===== src/hw/uart_frame_pkg.sv =====
`default_nettype none

package uart_frame_pkg;

    // system clock in hertz
    localparam logic [31:0] CLK_FREQ  = 32'd25_000_000;
    localparam logic [31:0] BAUD_RATE = 32'd390_625;

    // ticks per serial bit
    localparam logic [4:0] OVERSAMPLE = 5'd16;

    // clk cycles per oversampling tick
    localparam logic [11:0] BAUD_DIV = 12'(CLK_FREQ / (BAUD_RATE * OVERSAMPLE));

    // receiver samples on this tick of each bit
    localparam logic [4:0] MID_TICK = 5'd8;

    localparam logic [3:0] MAX_DATA_BITS = 4'd8;

    // code n selects n+5 data bits
    typedef logic [1:0] data_len_t;

endpackage

`default_nettype wire


===== src/hw/apb_map_pkg.sv =====
`default_nettype none

package apb_map_pkg;

    localparam int ADDR_W = 12;
    localparam int DATA_W = 32;

    localparam logic [ADDR_W-1:0] ADDR_TXDATA = 12'h000;
    localparam logic [ADDR_W-1:0] ADDR_RXDATA = 12'h004;
    localparam logic [ADDR_W-1:0] ADDR_CFG    = 12'h008;
    localparam logic [ADDR_W-1:0] ADDR_CTRL   = 12'h00C;
    localparam logic [ADDR_W-1:0] ADDR_STATUS = 12'h010;

    // config register fields
    localparam int CFG_LEN_LSB     = 0;
    localparam int CFG_STOP2_BIT   = 2;
    localparam int CFG_PAR_EN_BIT  = 3;
    localparam int CFG_PAR_ODD_BIT = 4;

    localparam int CTRL_START_BIT = 0;

    // status register fields
    localparam int STAT_TX_BUSY_BIT  = 0;
    localparam int STAT_RX_VALID_BIT = 1;
    localparam int STAT_PAR_ERR_BIT  = 2;

endpackage

`default_nettype wire


===== src/hw/baud_tick_gen.sv =====
`timescale 1ns/1ps
`default_nettype none

module baud_tick_gen import uart_frame_pkg::*; (
    input  wire  clk,
    input  wire  reset_n,
    input  wire  restart_i,
    output logic tick_o
);

    logic [11:0] div_cnt;

    // first tick comes BAUD_DIV cycles after restart drops
    always_ff @(posedge clk or negedge reset_n) begin
        if (!reset_n) begin
            div_cnt <= '0;
            tick_o  <= 1'b0;
        end else if (restart_i) begin
            div_cnt <= '0;
            tick_o  <= 1'b0;
        end else if (div_cnt == BAUD_DIV - 12'd1) begin
            div_cnt <= '0;
            tick_o  <= 1'b1;
        end else begin
            div_cnt <= div_cnt + 12'd1;
            tick_o  <= 1'b0;
        end
    end

endmodule

`default_nettype wire


===== src/hw/apb_uart_regs.sv =====
`timescale 1ns/1ps
`default_nettype none

module apb_uart_regs import apb_map_pkg::*, uart_frame_pkg::*; (
    input  wire                      clk,
    input  wire                      reset_n,
    input  wire                      psel_i,
    input  wire                      penable_i,
    input  wire                      pwrite_i,
    input  wire  [ADDR_W-1:0]        paddr_i,
    input  wire  [DATA_W-1:0]        pwdata_i,
    output logic [DATA_W-1:0]        prdata_o,
    output logic                     pready_o,
    output logic                     pslverr_o,
    output logic                     tx_start_o,
    output logic [MAX_DATA_BITS-1:0] tx_data_o,
    output data_len_t                data_len_o,
    output logic                     stop2_o,
    output logic                     par_en_o,
    output logic                     par_odd_o,
    input  wire                      tx_busy_i,
    input  wire                      rx_valid_i,
    input  wire  [MAX_DATA_BITS-1:0] rx_data_i,
    input  wire                      rx_par_err_i,
    output logic                     rts_n_o
);

    logic [MAX_DATA_BITS-1:0]   txdata_q;
    logic [MAX_DATA_BITS-1:0]   rxdata_q;
    logic [CFG_PAR_ODD_BIT:0]   cfg_q;
    logic                       rx_valid_q;
    logic                       par_err_q;
    logic [DATA_W-1:0]          rd_data;
    logic                       addr_ok;
    logic                       read_only;
    logic                       access;
    logic                       wr_en;
    logic                       rd_rxdata;

    always_comb begin
        rd_data   = '0;
        addr_ok   = 1'b1;
        read_only = 1'b0;
        case (paddr_i)
            ADDR_TXDATA: rd_data[MAX_DATA_BITS-1:0] = txdata_q;
            ADDR_RXDATA: begin
                rd_data[MAX_DATA_BITS-1:0] = rxdata_q;
                read_only                  = 1'b1;
            end
            ADDR_CFG:    rd_data[CFG_PAR_ODD_BIT:0] = cfg_q;
            // start bit is a strobe only
            ADDR_CTRL:   rd_data = '0;
            ADDR_STATUS: begin
                rd_data[STAT_TX_BUSY_BIT]  = tx_busy_i;
                rd_data[STAT_RX_VALID_BIT] = rx_valid_q;
                rd_data[STAT_PAR_ERR_BIT]  = par_err_q;
                read_only                  = 1'b1;
            end
            default:     addr_ok = 1'b0;
        endcase
    end

    assign access    = psel_i & penable_i;
    assign pslverr_o = access & (~addr_ok | (pwrite_i & read_only));
    assign wr_en     = access & pwrite_i & ~pslverr_o;
    assign rd_rxdata = access & ~pwrite_i & (paddr_i == ADDR_RXDATA);
    assign prdata_o  = (access & ~pwrite_i) ? rd_data : '0;
    assign pready_o  = 1'b1;

    always_ff @(posedge clk or negedge reset_n) begin
        if (!reset_n) begin
            txdata_q   <= '0;
            cfg_q      <= '0;
            tx_start_o <= 1'b0;
            rxdata_q   <= '0;
            rx_valid_q <= 1'b0;
            par_err_q  <= 1'b0;
        end else begin
            if (wr_en && paddr_i == ADDR_TXDATA) begin
                txdata_q <= pwdata_i[MAX_DATA_BITS-1:0];
            end
            if (wr_en && paddr_i == ADDR_CFG) begin
                cfg_q <= pwdata_i[CFG_PAR_ODD_BIT:0];
            end
            tx_start_o <= wr_en && paddr_i == ADDR_CTRL && pwdata_i[CTRL_START_BIT];
            // a new frame wins over a read in the same cycle
            if (rx_valid_i) begin
                rxdata_q   <= rx_data_i;
                par_err_q  <= rx_par_err_i;
                rx_valid_q <= 1'b1;
            end else if (rd_rxdata) begin
                rx_valid_q <= 1'b0;
            end
        end
    end

    assign tx_data_o  = txdata_q;
    assign data_len_o = cfg_q[CFG_LEN_LSB +: 2];
    assign stop2_o    = cfg_q[CFG_STOP2_BIT];
    assign par_en_o   = cfg_q[CFG_PAR_EN_BIT];
    assign par_odd_o  = cfg_q[CFG_PAR_ODD_BIT];
    assign rts_n_o    = rx_valid_q;

endmodule

`default_nettype wire


===== src/hw/uart_tx.sv =====
`timescale 1ns/1ps
`default_nettype none

module uart_tx import uart_frame_pkg::*; (
    input  wire                      clk,
    input  wire                      reset_n,
    input  wire                      start_i,
    input  wire  [MAX_DATA_BITS-1:0] data_i,
    input  data_len_t                data_len_i,
    input  wire                      stop2_i,
    input  wire                      par_en_i,
    input  wire                      par_odd_i,
    input  wire                      cts_n_i,
    output logic                     busy_o,
    output logic                     tx_o
);

    typedef enum logic [2:0] {TX_IDLE, TX_WAIT, TX_START, TX_DATA, TX_PAR, TX_STOP} tx_state_t;

    tx_state_t                  state;
    logic                       tick;
    logic                       bit_end;
    logic [4:0]                 tick_cnt;
    logic [3:0]                 bit_cnt;
    logic                       stop_cnt;
    logic [MAX_DATA_BITS-1:0]   shift_q;
    logic [MAX_DATA_BITS-1:0]   masked;
    data_len_t                  len_q;
    logic                       stop2_q;
    logic                       par_en_q;
    logic                       par_q;
    logic                       accept;

    baud_tick_gen u_tick (
        .clk       (clk),
        .reset_n   (reset_n),
        .restart_i (state == TX_IDLE || state == TX_WAIT),
        .tick_o    (tick)
    );

    assign accept  = (state == TX_IDLE) && start_i;
    assign bit_end = tick && (tick_cnt == OVERSAMPLE - 5'd1);
    // parity only covers the active data bits
    assign masked  = data_i & (8'hFF >> (2'd3 - data_len_i));

    always_ff @(posedge clk or negedge reset_n) begin
        if (!reset_n) begin
            state    <= TX_IDLE;
            tick_cnt <= '0;
            bit_cnt  <= '0;
            stop_cnt <= 1'b0;
        end else begin
            if (state == TX_IDLE || state == TX_WAIT) begin
                tick_cnt <= '0;
            end else if (tick) begin
                tick_cnt <= bit_end ? 5'd0 : tick_cnt + 5'd1;
            end
            case (state)
                TX_IDLE: begin
                    if (start_i) begin
                        state    <= cts_n_i ? TX_WAIT : TX_START;
                        stop_cnt <= 1'b0;
                    end
                end
                TX_WAIT:  if (!cts_n_i) state <= TX_START;
                TX_START: begin
                    if (bit_end) begin
                        state   <= TX_DATA;
                        bit_cnt <= '0;
                    end
                end
                TX_DATA: begin
                    if (bit_end) begin
                        bit_cnt <= bit_cnt + 4'd1;
                        if (bit_cnt == {2'b00, len_q} + 4'd4) begin
                            state <= par_en_q ? TX_PAR : TX_STOP;
                        end
                    end
                end
                TX_PAR:   if (bit_end) state <= TX_STOP;
                TX_STOP: begin
                    if (bit_end) begin
                        if (stop2_q && !stop_cnt) stop_cnt <= 1'b1;
                        else state <= TX_IDLE;
                    end
                end
                default:  state <= TX_IDLE;
            endcase
        end
    end

    // frame contents latched when the strobe is taken
    always_ff @(posedge clk) begin
        if (accept) begin
            shift_q  <= data_i;
            len_q    <= data_len_i;
            stop2_q  <= stop2_i;
            par_en_q <= par_en_i;
            par_q    <= (^masked) ^ par_odd_i;
        end else if (state == TX_DATA && bit_end) begin
            shift_q <= shift_q >> 1;
        end
    end

    always_comb begin
        case (state)
            TX_START: tx_o = 1'b0;
            TX_DATA:  tx_o = shift_q[0];
            TX_PAR:   tx_o = par_q;
            default:  tx_o = 1'b1;
        endcase
    end

    assign busy_o = (state != TX_IDLE);

endmodule

`default_nettype wire


===== src/hw/uart_rx.sv =====
`timescale 1ns/1ps
`default_nettype none

module uart_rx import uart_frame_pkg::*; (
    input  wire                      clk,
    input  wire                      reset_n,
    input  data_len_t                data_len_i,
    input  wire                      par_en_i,
    input  wire                      par_odd_i,
    input  wire                      rx_i,
    output logic                     valid_o,
    output logic [MAX_DATA_BITS-1:0] data_o,
    output logic                     par_err_o
);

    typedef enum logic [2:0] {RX_IDLE, RX_START, RX_DATA, RX_PAR, RX_STOP} rx_state_t;

    rx_state_t                  state;
    logic                       rx_meta;
    logic                       rx_sync;
    logic                       rx_prev;
    logic                       tick;
    logic                       mid;
    logic                       bit_end;
    logic [4:0]                 tick_cnt;
    logic [3:0]                 bit_cnt;
    logic [MAX_DATA_BITS-1:0]   shift_q;

    // tick counter restarts on the start edge
    baud_tick_gen u_tick (
        .clk       (clk),
        .reset_n   (reset_n),
        .restart_i (state == RX_IDLE),
        .tick_o    (tick)
    );

    always_ff @(posedge clk or negedge reset_n) begin
        if (!reset_n) begin
            rx_meta <= 1'b1;
            rx_sync <= 1'b1;
            rx_prev <= 1'b1;
        end else begin
            rx_meta <= rx_i;
            rx_sync <= rx_meta;
            rx_prev <= rx_sync;
        end
    end

    // sample on the MID_TICK-th tick of each bit
    assign mid     = tick && (tick_cnt == MID_TICK - 5'd1);
    assign bit_end = tick && (tick_cnt == OVERSAMPLE - 5'd1);

    always_ff @(posedge clk or negedge reset_n) begin
        if (!reset_n) begin
            state     <= RX_IDLE;
            tick_cnt  <= '0;
            bit_cnt   <= '0;
            valid_o   <= 1'b0;
            par_err_o <= 1'b0;
        end else begin
            valid_o <= 1'b0;
            if (state == RX_IDLE) begin
                tick_cnt <= '0;
            end else if (tick) begin
                tick_cnt <= bit_end ? 5'd0 : tick_cnt + 5'd1;
            end
            case (state)
                RX_IDLE:  if (rx_prev && !rx_sync) state <= RX_START;
                RX_START: begin
                    // glitch rather than a real start bit
                    if (mid && rx_sync) begin
                        state <= RX_IDLE;
                    end else if (bit_end) begin
                        state     <= RX_DATA;
                        bit_cnt   <= '0;
                        par_err_o <= 1'b0;
                    end
                end
                RX_DATA: begin
                    if (bit_end) begin
                        bit_cnt <= bit_cnt + 4'd1;
                        if (bit_cnt == {2'b00, data_len_i} + 4'd4) begin
                            state <= par_en_i ? RX_PAR : RX_STOP;
                        end
                    end
                end
                RX_PAR: begin
                    if (mid) par_err_o <= ((^data_o) ^ rx_sync) != par_odd_i;
                    if (bit_end) state <= RX_STOP;
                end
                RX_STOP: begin
                    if (mid) begin
                        valid_o <= 1'b1;
                        state   <= RX_IDLE;
                    end
                end
                default:  state <= RX_IDLE;
            endcase
        end
    end

    // lsb first entering at the top
    always_ff @(posedge clk) begin
        if (state == RX_DATA && mid) begin
            shift_q <= {rx_sync, shift_q[MAX_DATA_BITS-1:1]};
        end
    end

    // short frames sit high in the shifter
    assign data_o = shift_q >> (2'd3 - data_len_i);

endmodule

`default_nettype wire


===== src/hw/apb_uart_top.sv =====
`timescale 1ns/1ps
`default_nettype none

module apb_uart_top import apb_map_pkg::*, uart_frame_pkg::*; (
    input  wire               clk,
    input  wire               reset_n,
    input  wire               psel_i,
    input  wire               penable_i,
    input  wire               pwrite_i,
    input  wire  [ADDR_W-1:0] paddr_i,
    input  wire  [DATA_W-1:0] pwdata_i,
    output logic [DATA_W-1:0] prdata_o,
    output logic              pready_o,
    output logic              pslverr_o,
    output logic              tx_o,
    input  wire               rx_i,
    input  wire               cts_n_i,
    output logic              rts_n_o
);

    logic                       tx_start;
    logic [MAX_DATA_BITS-1:0]   tx_data;
    data_len_t                  data_len;
    logic                       stop2;
    logic                       par_en;
    logic                       par_odd;
    logic                       tx_busy;
    logic                       rx_valid;
    logic [MAX_DATA_BITS-1:0]   rx_data;
    logic                       rx_par_err;

    apb_uart_regs u_regs (
        .clk          (clk),
        .reset_n      (reset_n),
        .psel_i       (psel_i),
        .penable_i    (penable_i),
        .pwrite_i     (pwrite_i),
        .paddr_i      (paddr_i),
        .pwdata_i     (pwdata_i),
        .prdata_o     (prdata_o),
        .pready_o     (pready_o),
        .pslverr_o    (pslverr_o),
        .tx_start_o   (tx_start),
        .tx_data_o    (tx_data),
        .data_len_o   (data_len),
        .stop2_o      (stop2),
        .par_en_o     (par_en),
        .par_odd_o    (par_odd),
        .tx_busy_i    (tx_busy),
        .rx_valid_i   (rx_valid),
        .rx_data_i    (rx_data),
        .rx_par_err_i (rx_par_err),
        .rts_n_o      (rts_n_o)
    );

    uart_tx u_tx (
        .clk        (clk),
        .reset_n    (reset_n),
        .start_i    (tx_start),
        .data_i     (tx_data),
        .data_len_i (data_len),
        .stop2_i    (stop2),
        .par_en_i   (par_en),
        .par_odd_i  (par_odd),
        .cts_n_i    (cts_n_i),
        .busy_o     (tx_busy),
        .tx_o       (tx_o)
    );

    uart_rx u_rx (
        .clk        (clk),
        .reset_n    (reset_n),
        .data_len_i (data_len),
        .par_en_i   (par_en),
        .par_odd_i  (par_odd),
        .rx_i       (rx_i),
        .valid_o    (rx_valid),
        .data_o     (rx_data),
        .par_err_o  (rx_par_err)
    );

endmodule

`default_nettype wire


===== config.mk =====
export PLATFORM = sky130hd
export DESIGN_NAME = apb_uart_top
export DESIGN_NICKNAME = d
export VERILOG_FILES = /design/src/hw/uart_frame_pkg.sv /design/src/hw/apb_map_pkg.sv /design/src/hw/baud_tick_gen.sv /design/src/hw/apb_uart_regs.sv /design/src/hw/uart_tx.sv /design/src/hw/uart_rx.sv /design/src/hw/apb_uart_top.sv
export SDC_FILE = /design/constraint.sdc
export NUM_CORES = 1
export LEC_CHECK = 0
export ABC_AREA = 0
export BUFFER_PORTS_ARGS = -buffer_cell sky130_fd_sc_hd__buf_2
export CELL_PAD_IN_SITES_DETAIL_PLACEMENT = 2
export CELL_PAD_IN_SITES_GLOBAL_PLACEMENT = 2
export CORE_MARGIN = 2
export CORE_UTILIZATION = 34
export DETAILED_ROUTE_END_ITERATION = 10
export GPL_ROUTABILITY_DRIVEN = 0
export GPL_TIMING_DRIVEN = 0
export PLACE_DENSITY_LB_ADDON = 0.1
export SYNTH_ARGS = -nofsm -noshare
export SYNTH_HDL_FRONTEND = slang
export SYNTH_HIERARCHICAL = 1
export SYNTH_SLANG_ARGS = --single-unit

===== constraint.sdc =====
create_clock -name clk -period 2 [get_ports clk]
set_clock_uncertainty 0.1 [all_clocks]
set_input_delay 0 -clock clk [delete_from_list [all_inputs] [get_ports clk]]
set_output_delay 0 -clock clk [all_outputs]
set_load 0.03 [all_outputs]

=== Word level (Yosys, flattened, before mapping) ===
Cells that the tools add are included.

* Logic and storage cells: 192
* Output and inout port bits: 36
* Input port bits: 51
* Flip-flop bits (word level): 101

* Reductions and logical operators: 38
* Equality and inequality tests: 39
* Shift-type cells: 2
* Mux-type cells: 62
* $add $sub $neg: 9
* Bitwise operators: 14

{| class="wikitable"
|+ Operators by type and width
! cell !! count
|-
| 12-bit two-way mux || 4
|-
| 3-bit two-way mux || 16
|-
| 5-bit two-way mux || 6
|-
| 2-bit by 1-bit != test with 1-bit output (second input constant) || 13
|-
| 12-bit by 1-bit adder with 12-bit output (second input constant) || 2
|-
| 12-bit by 2-bit == test with 1-bit output (second input constant) || 2
|-
| 12-bit by 4-bit == test with 1-bit output (second input constant) || 2
|-
| 8-bit two-way mux || 3
|-
| 4-bit two-way mux || 5
|-
| 3-bit case mux with 6 select lines || 1
|-
| 1-bit two-way mux || 17
|-
| 4-bit case mux with 2 select lines || 2
|-
| 2-bit nonzero test || 8
|-
| 8-bit XOR reduction || 2
|-
| 3-bit case mux with 5 select lines || 1
|-
| 1-bit logical AND || 13
|-
| 12-bit by 3-bit == test with 1-bit output (second input constant) || 1
|-
| 12-bit by 5-bit == test with 1-bit output (second input constant) || 1
|-
| 3-bit by 2-bit == test with 1-bit output (second input constant) || 4
|-
| 12-bit zero test || 1
|-
| 3-bit case mux with 4 select lines || 1
|-
| 4-bit AND reduction || 3
|-
| 5-bit by 1-bit adder with 5-bit output (second input constant) || 2
|-
| 5-bit by 4-bit == test with 1-bit output (second input constant) || 2
|-
| 31 further kinds || 52
|}

=== Longest topological paths before layout ===
* Word-level depth: 10
* Depth in mapped cells: 7
* Mapped depth without buffers: 6

=== Cells and area by module ===
Netlist, hierarchy kept.

{| class="wikitable"
|+ Modules (own cells, without submodules)
! module !! area an instance (um2) !! seq. area each (um2) !! cells each !! instances
|-
| apb_uart_regs || 1,525.2 || 600.6 || 136 || 1
|-
| uart_rx || 1,441.4 || 669.4 || 130 || 1
|-
| uart_tx || 1,300.0 || 715.7 || 110 || 1
|-
| baud_tick_gen || 638.1 || 325.3 || 62 || 2
|}

=== Worst setup path before layout ===
Ideal clock, no wire load.

* Path kind: register -> register
* Start: register u_rx.state[1]
* End: register u_rx.shift_q[0] (enable)
* Data required time: 1.505 ns
* Arrival time: 1.704 ns
* Path slack: -0.198 ns
* Setup time: 0.395 ns
* Clock period less this slack: 2.198 ns
* Cell stages (with the launch flop): 5
* Buffers on the path: 2
* Path through: dfrtp_1 clkbuf_1 inv_1 clkbuf_1 nor4_1

* Cells in the longest elaborated chain, start to end: 2

{| class="wikitable"
|+ RTL lines
! what !! line !! source
|-
| from (decl) || uart_rx.sv:18 || <nowiki>rx_state_t state;</nowiki>
|-
| from (signal assigned) || uart_rx.sv:83 || <nowiki>state <= par_en_i ? RX_PAR : RX_STOP;</nowiki>
|-
| 3-bit by 2-bit == test with 1-bit output || uart_rx.sv:104 || <nowiki>if (state == RX_DATA && mid) begin</nowiki>
|-
| 1-bit logical AND || uart_rx.sv:104 ||
|-
| to (signal assigned) || uart_rx.sv:105 || <nowiki>shift_q <= {rx_sync, shift_q[MAX_DATA_BITS-1:1]};</nowiki>
|-
| to (decl) || uart_rx.sv:27 || <nowiki>logic [MAX_DATA_BITS-1:0] shift_q;</nowiki>
|}

No other way between the ends.
A chain may end at the register's enable or synchronous reset.

=== Worst setup path in the final report ===
* Start: register u_regs.cfg_q[0]
* End: register u_rx.par_err_o

* Cells in the longest elaborated chain, start to end: 7

{| class="wikitable"
|+ RTL lines
! what !! line !! source
|-
| from (decl) || apb_uart_regs.sv:30 || <nowiki>logic [CFG_PAR_ODD_BIT:0] cfg_q;</nowiki>
|-
| from (signal assigned) || apb_uart_regs.sv:83 || <nowiki>cfg_q <= pwdata_i[CFG_PAR_ODD_BIT:0];</nowiki>
|-
| 2-bit subtractor || uart_rx.sv:110 || <nowiki>assign data_o = shift_q >> (2'd3 - data_len_i);</nowiki>
|-
| 8-bit by 2-bit right shift with 8-bit output || uart_rx.sv:110 ||
|-
| net rx_data[1] || apb_uart_top.sv:29 || <nowiki>logic [MAX_DATA_BITS-1:0] rx_data;</nowiki>
|-
| 8-bit XOR reduction || uart_rx.sv:88 || <nowiki>if (mid) par_err_o <= ((^data_o) ^ rx_sync) != par_odd_i;</nowiki>
|-
| 1-bit bitwise XOR || uart_rx.sv:88 ||
|-
| 1-bit != test || uart_rx.sv:88 ||
|-
| 1-bit two-way mux || uart_rx.sv:88 ||
|-
| 1-bit case mux with 2 select lines || uart_rx.sv:67 || <nowiki>case (state)</nowiki>
|-
| to (signal assigned) || uart_rx.sv:88 ||
|-
| to (decl) || uart_rx.sv:13 || <nowiki>output logic par_err_o</nowiki>
|}

The timed path passes the listed nets, and every way through them passes these cells. The select of a mux whose other input is x is not followed.

==> results.md <==
* Mapped cell area at 5540 sq um
* Die Wd at 132 um
* Total number of vias at 4308
* Post-synthesis simple-gate area fraction at 18.5%
* Biggest area consumer among synthesized cells: dfrtp_1
* Final worst-path setup slack at -0.194 ns
* Vias per inst at 5.22
* Post-synthesis xor/xnor area fraction at 4.81%
* Synth cell count leaders: 77 x dfrtp_1, 35 x mux2_2, 32 x nor2_1, 29 x a21oi_1, 29 x nand2_1
* Post-synthesis mux area share at 10.6%
* Final net count at 662
* Least-Margin Pin Slew at 0.657 ns
* Placed cell count at 776
* Final setup fails at 1
* Tcrit/Tclk final at 110%
* Synth top area share at 34.8%
* Worst setup SP type: flip-flop
* Cell Pwr Density at 782 nW/um^2
* Failing checks: negative setup slack
* Hold Path Depth at 4
* Initial drt markers at 162
* Vias in the first global route at 4723
* Async SR Flop Fraction at 79.2%
* Synth Area per Inst at 11.1 sq um
* Root Buffer: clkbuf_16
* Wirelength per Cell at 18.3 um
* Core ar. at 15900 sq um
* N_diodes at 0
* DIE AREA at 17300 sq um
* Initial antenna violation count at 0
* FF-to-FF Start: u_regs/cfg_q[0]
* Starting density of the core at 34.9%
* CP Max Fanout at 5
* Largest net degree at the start of global routing at 62
* Largest family of logic cells by synthesized area: simple AND/OR/NAND/NOR gates
* Critical-path top delay cell: mux4_2
* Die Y at 132 um
* Pins Over Slew Limit at 0
* EDFF count, synth at 21
* Residual DRC at 0
* I/O Buffers at 36
* Max VDD drop at 0.396 mV
* Grt ovf at 0
* Final hold violations at 0
* Total CTS buffers at 9
* Post-Layout Cell Count at 826
* Hold path start: paddr_i[10]
* Leakage at 2.94 nW
* Tmin final at 2.19 ns
* Highest Clock Rate at 456 MHz
* Ports at 87
* YS warnings at 6
* Hold Path Sink: u_regs/tx_start_o
* Post-place setup slack at -0.415 ns
* Mapped Cells at 500
* Crit Reg-Reg Endpoint: u_rx/par_err_o
* Critical path class: flip-flop to flip-flop
* First-pass GRT wire length at 24.7 mm
* Worst-path clk slew at 0.07 ns
* Worst Path Arrival at 2.33 ns
* Worst path required time at 2.13 ns
* Adder-cell share of the synthesized area at 1.53%
* Design area at 6930 sq um
* Area contributors post-synth: dfrtp_1 35%, edfxtp_1 11%, mux2_2 7.1%, buf_4 3.7%, a21oi_1 2.6%
* Reg2Reg Setup Slack at -0.19 ns
* Clock sinks at 101
* DP HPWL at 10.4 mm
* Pwr Total at 5.42 mW
* RSZ-0062 raised after global routing: true
* Setup crit end kind: flip-flop
* Row cnt at 46
* CTS tree: yes
* Netlist cell types at 71
* Sequential fraction of the synthesis area at 47.6%
* Layout fillers at 1688
* First-pass DRT Iterations at 4
* CP cell instances: buf_6 -> mux4_2 -> xnor2_2 -> xnor2_2 -> xnor3_1 -> mux2_2
* CP startpoint: u_regs/cfg_q[0]
* Post-synthesis compound-gate area fraction at 10.8%
* HP Class: input port to flip-flop
* Post-place instance area at 6110 sq um
* Final antenna-violating net count at 0
* Top_reg_cell synth: dfrtp_1
* Synth Register Bits at 101
* Setup TNS at -0.194 ns
* Worst R2R Path Depth at 6
* Layout cell share with drive strength beyond 1 at 32.3%
* Max H-tree Level at 3
* CP max stage delay at 0.54 ns
* Most frequent cell after synthesis: dfrtp_1
* Clock Tree Buf Depth at 2
* # Max-Cap Violations at 0
* Status: finished with violations
* Slew headroom at 55.9%
* Most common cell on crit path: xnor2_2
* Total GRT Usage at 17.9%
* Final WL at 15.1 mm
* Latest clock arrival within the worst-skew pair at 0.35 ns
* Area Overhead vs Synth at 24.9%
==> worst max path at each step <==
| stage | endpoint | slack, ns | cells past startpoint |
|---|---|---|---|
| after floorplan | prdata_o[0] | -0.16 | 5 |
| after global placement | u_rx/par_err_o | -0.41 | 6 |
| after detailed placement | u_rx/par_err_o | -0.41 | 6 |
| after CTS | u_rx/par_err_o | -0.19 | 6 |
| after global routing | u_rx/par_err_o | -0.24 | 6 |
| final | u_rx/par_err_o | -0.19 | 6 |
==> cell usage in the layout, fill, tap and decap left out, types with 5 or more instances in the layout <==
| cell type | instances |
|---|---|
| clkbuf_1 | 10 |
| dfrtp_1 | 73 |
| or4_1 | 6 |
| nand2b_1 | 5 |
| mux4_2 | 5 |
| buf_6 | 7 |
| nor4_1 | 6 |
| xor2_1 | 11 |
| edfxtp_1 | 21 |
| nor2_1 | 30 |
| conb_1 | 25 |
| ha_1 | 5 |
| nand3_1 | 16 |
| buf_2 | 29 |
| xnor2_1 | 12 |
| o21ai_0 | 22 |
| or3_1 | 11 |
| clkbuf_16 | 9 |
| or4_4 | 5 |
| o31ai_1 | 7 |
| mux2i_1 | 7 |
| inv_1 | 9 |
| buf_4 | 51 |
| nand4b_1 | 5 |
| nor3_4 | 5 |
| dlygate4sd3_1 | 18 |
| nand2_1 | 29 |
| a21oi_1 | 29 |
| nand4_1 | 6 |
| mux2_2 | 34 |
==> state kept, by name, summed over array words and instances (netlist names), 2 cells and up <==
name	cells
u_regs/cfg_q	5
u_regs/rxdata_q	8
u_regs/tx_data_o	8
u_rx/bit_cnt	4
u_rx/shift_q	8
u_rx/state	3
u_rx/tick_cnt	5
u_rx/u_tick/div_cnt	12
u_tx/bit_cnt	4
u_tx/len_q	2
u_tx/shift_q	8
u_tx/state	3
u_tx/tick_cnt	5
u_tx/u_tick/div_cnt	12
==> metal layers <==
layer	routed length, um	track usage (%)
met4	299	6.52
met2	7770	31.3
met3	423	3.09
met5	0	0
met1	6630	22.1
==> cell families (layout without fill, tap and decap cells) <==
family,after synthesis,in the layout
and+or+nand+nor,167,167
DFF,101,101
AOI/OAI and AO/OA,94,94
buffers and inverters,54,141
muxes,47,47
xor gates and xnor gates,28,28
adders and majority gates,7,7
other,2,25
==> what timing repair did <==
action	4_1_cts	5_1_grt
endpoints found under the hold margin	95	0
pin swaps	3	2
setup buffers	9	9
gates resized for setup	23	28
endpoints found under the setup margin	42	54
hold buffers	18	0
==> area by class of cell <==
cell class	count	area (sq um)	area share, %
multi-input combinational	368	2830	40.9
buffer	42	295	4.26
clock buffer	11	233	3.36
clock inverter	5	58.8	0.849
sequential	101	2640	38.1
inverter	10	40.0	0.578
tap	216	270	3.90
timing repair buffer	73	553	7.99
==> worst max-delay path, delay by kind of cell, from the launching register on <==
family | cells | cell delay [ns]
XOR/XNOR | 3 | 0.66
buffers and inverters | 1 | 0.14
multiplexers | 2 | 0.80
flip-flops | 1 | 0.38
==> power breakdown <==
group	internal, mW	leakage (nW)	switching [mW]
clock network	0.976	0.138	0.805
logic	0.471	1.55	0.721
registers	2.24	1.25	0.204
total	3.69	2.94	1.73
==> per-stage QoR <==
stage | utilization [%] | hold WS [ns]
after floorplan | - | -0.396
after global placement | 38.3 | 0.00672
after detailed placement | 38.5 | -0.177
after CTS | 42.4 | 0.0413
after global routing | 43.6 | 0.131
final | 43.6 | 0.113
No activity file was read; power rests on OpenSTA's default activity.
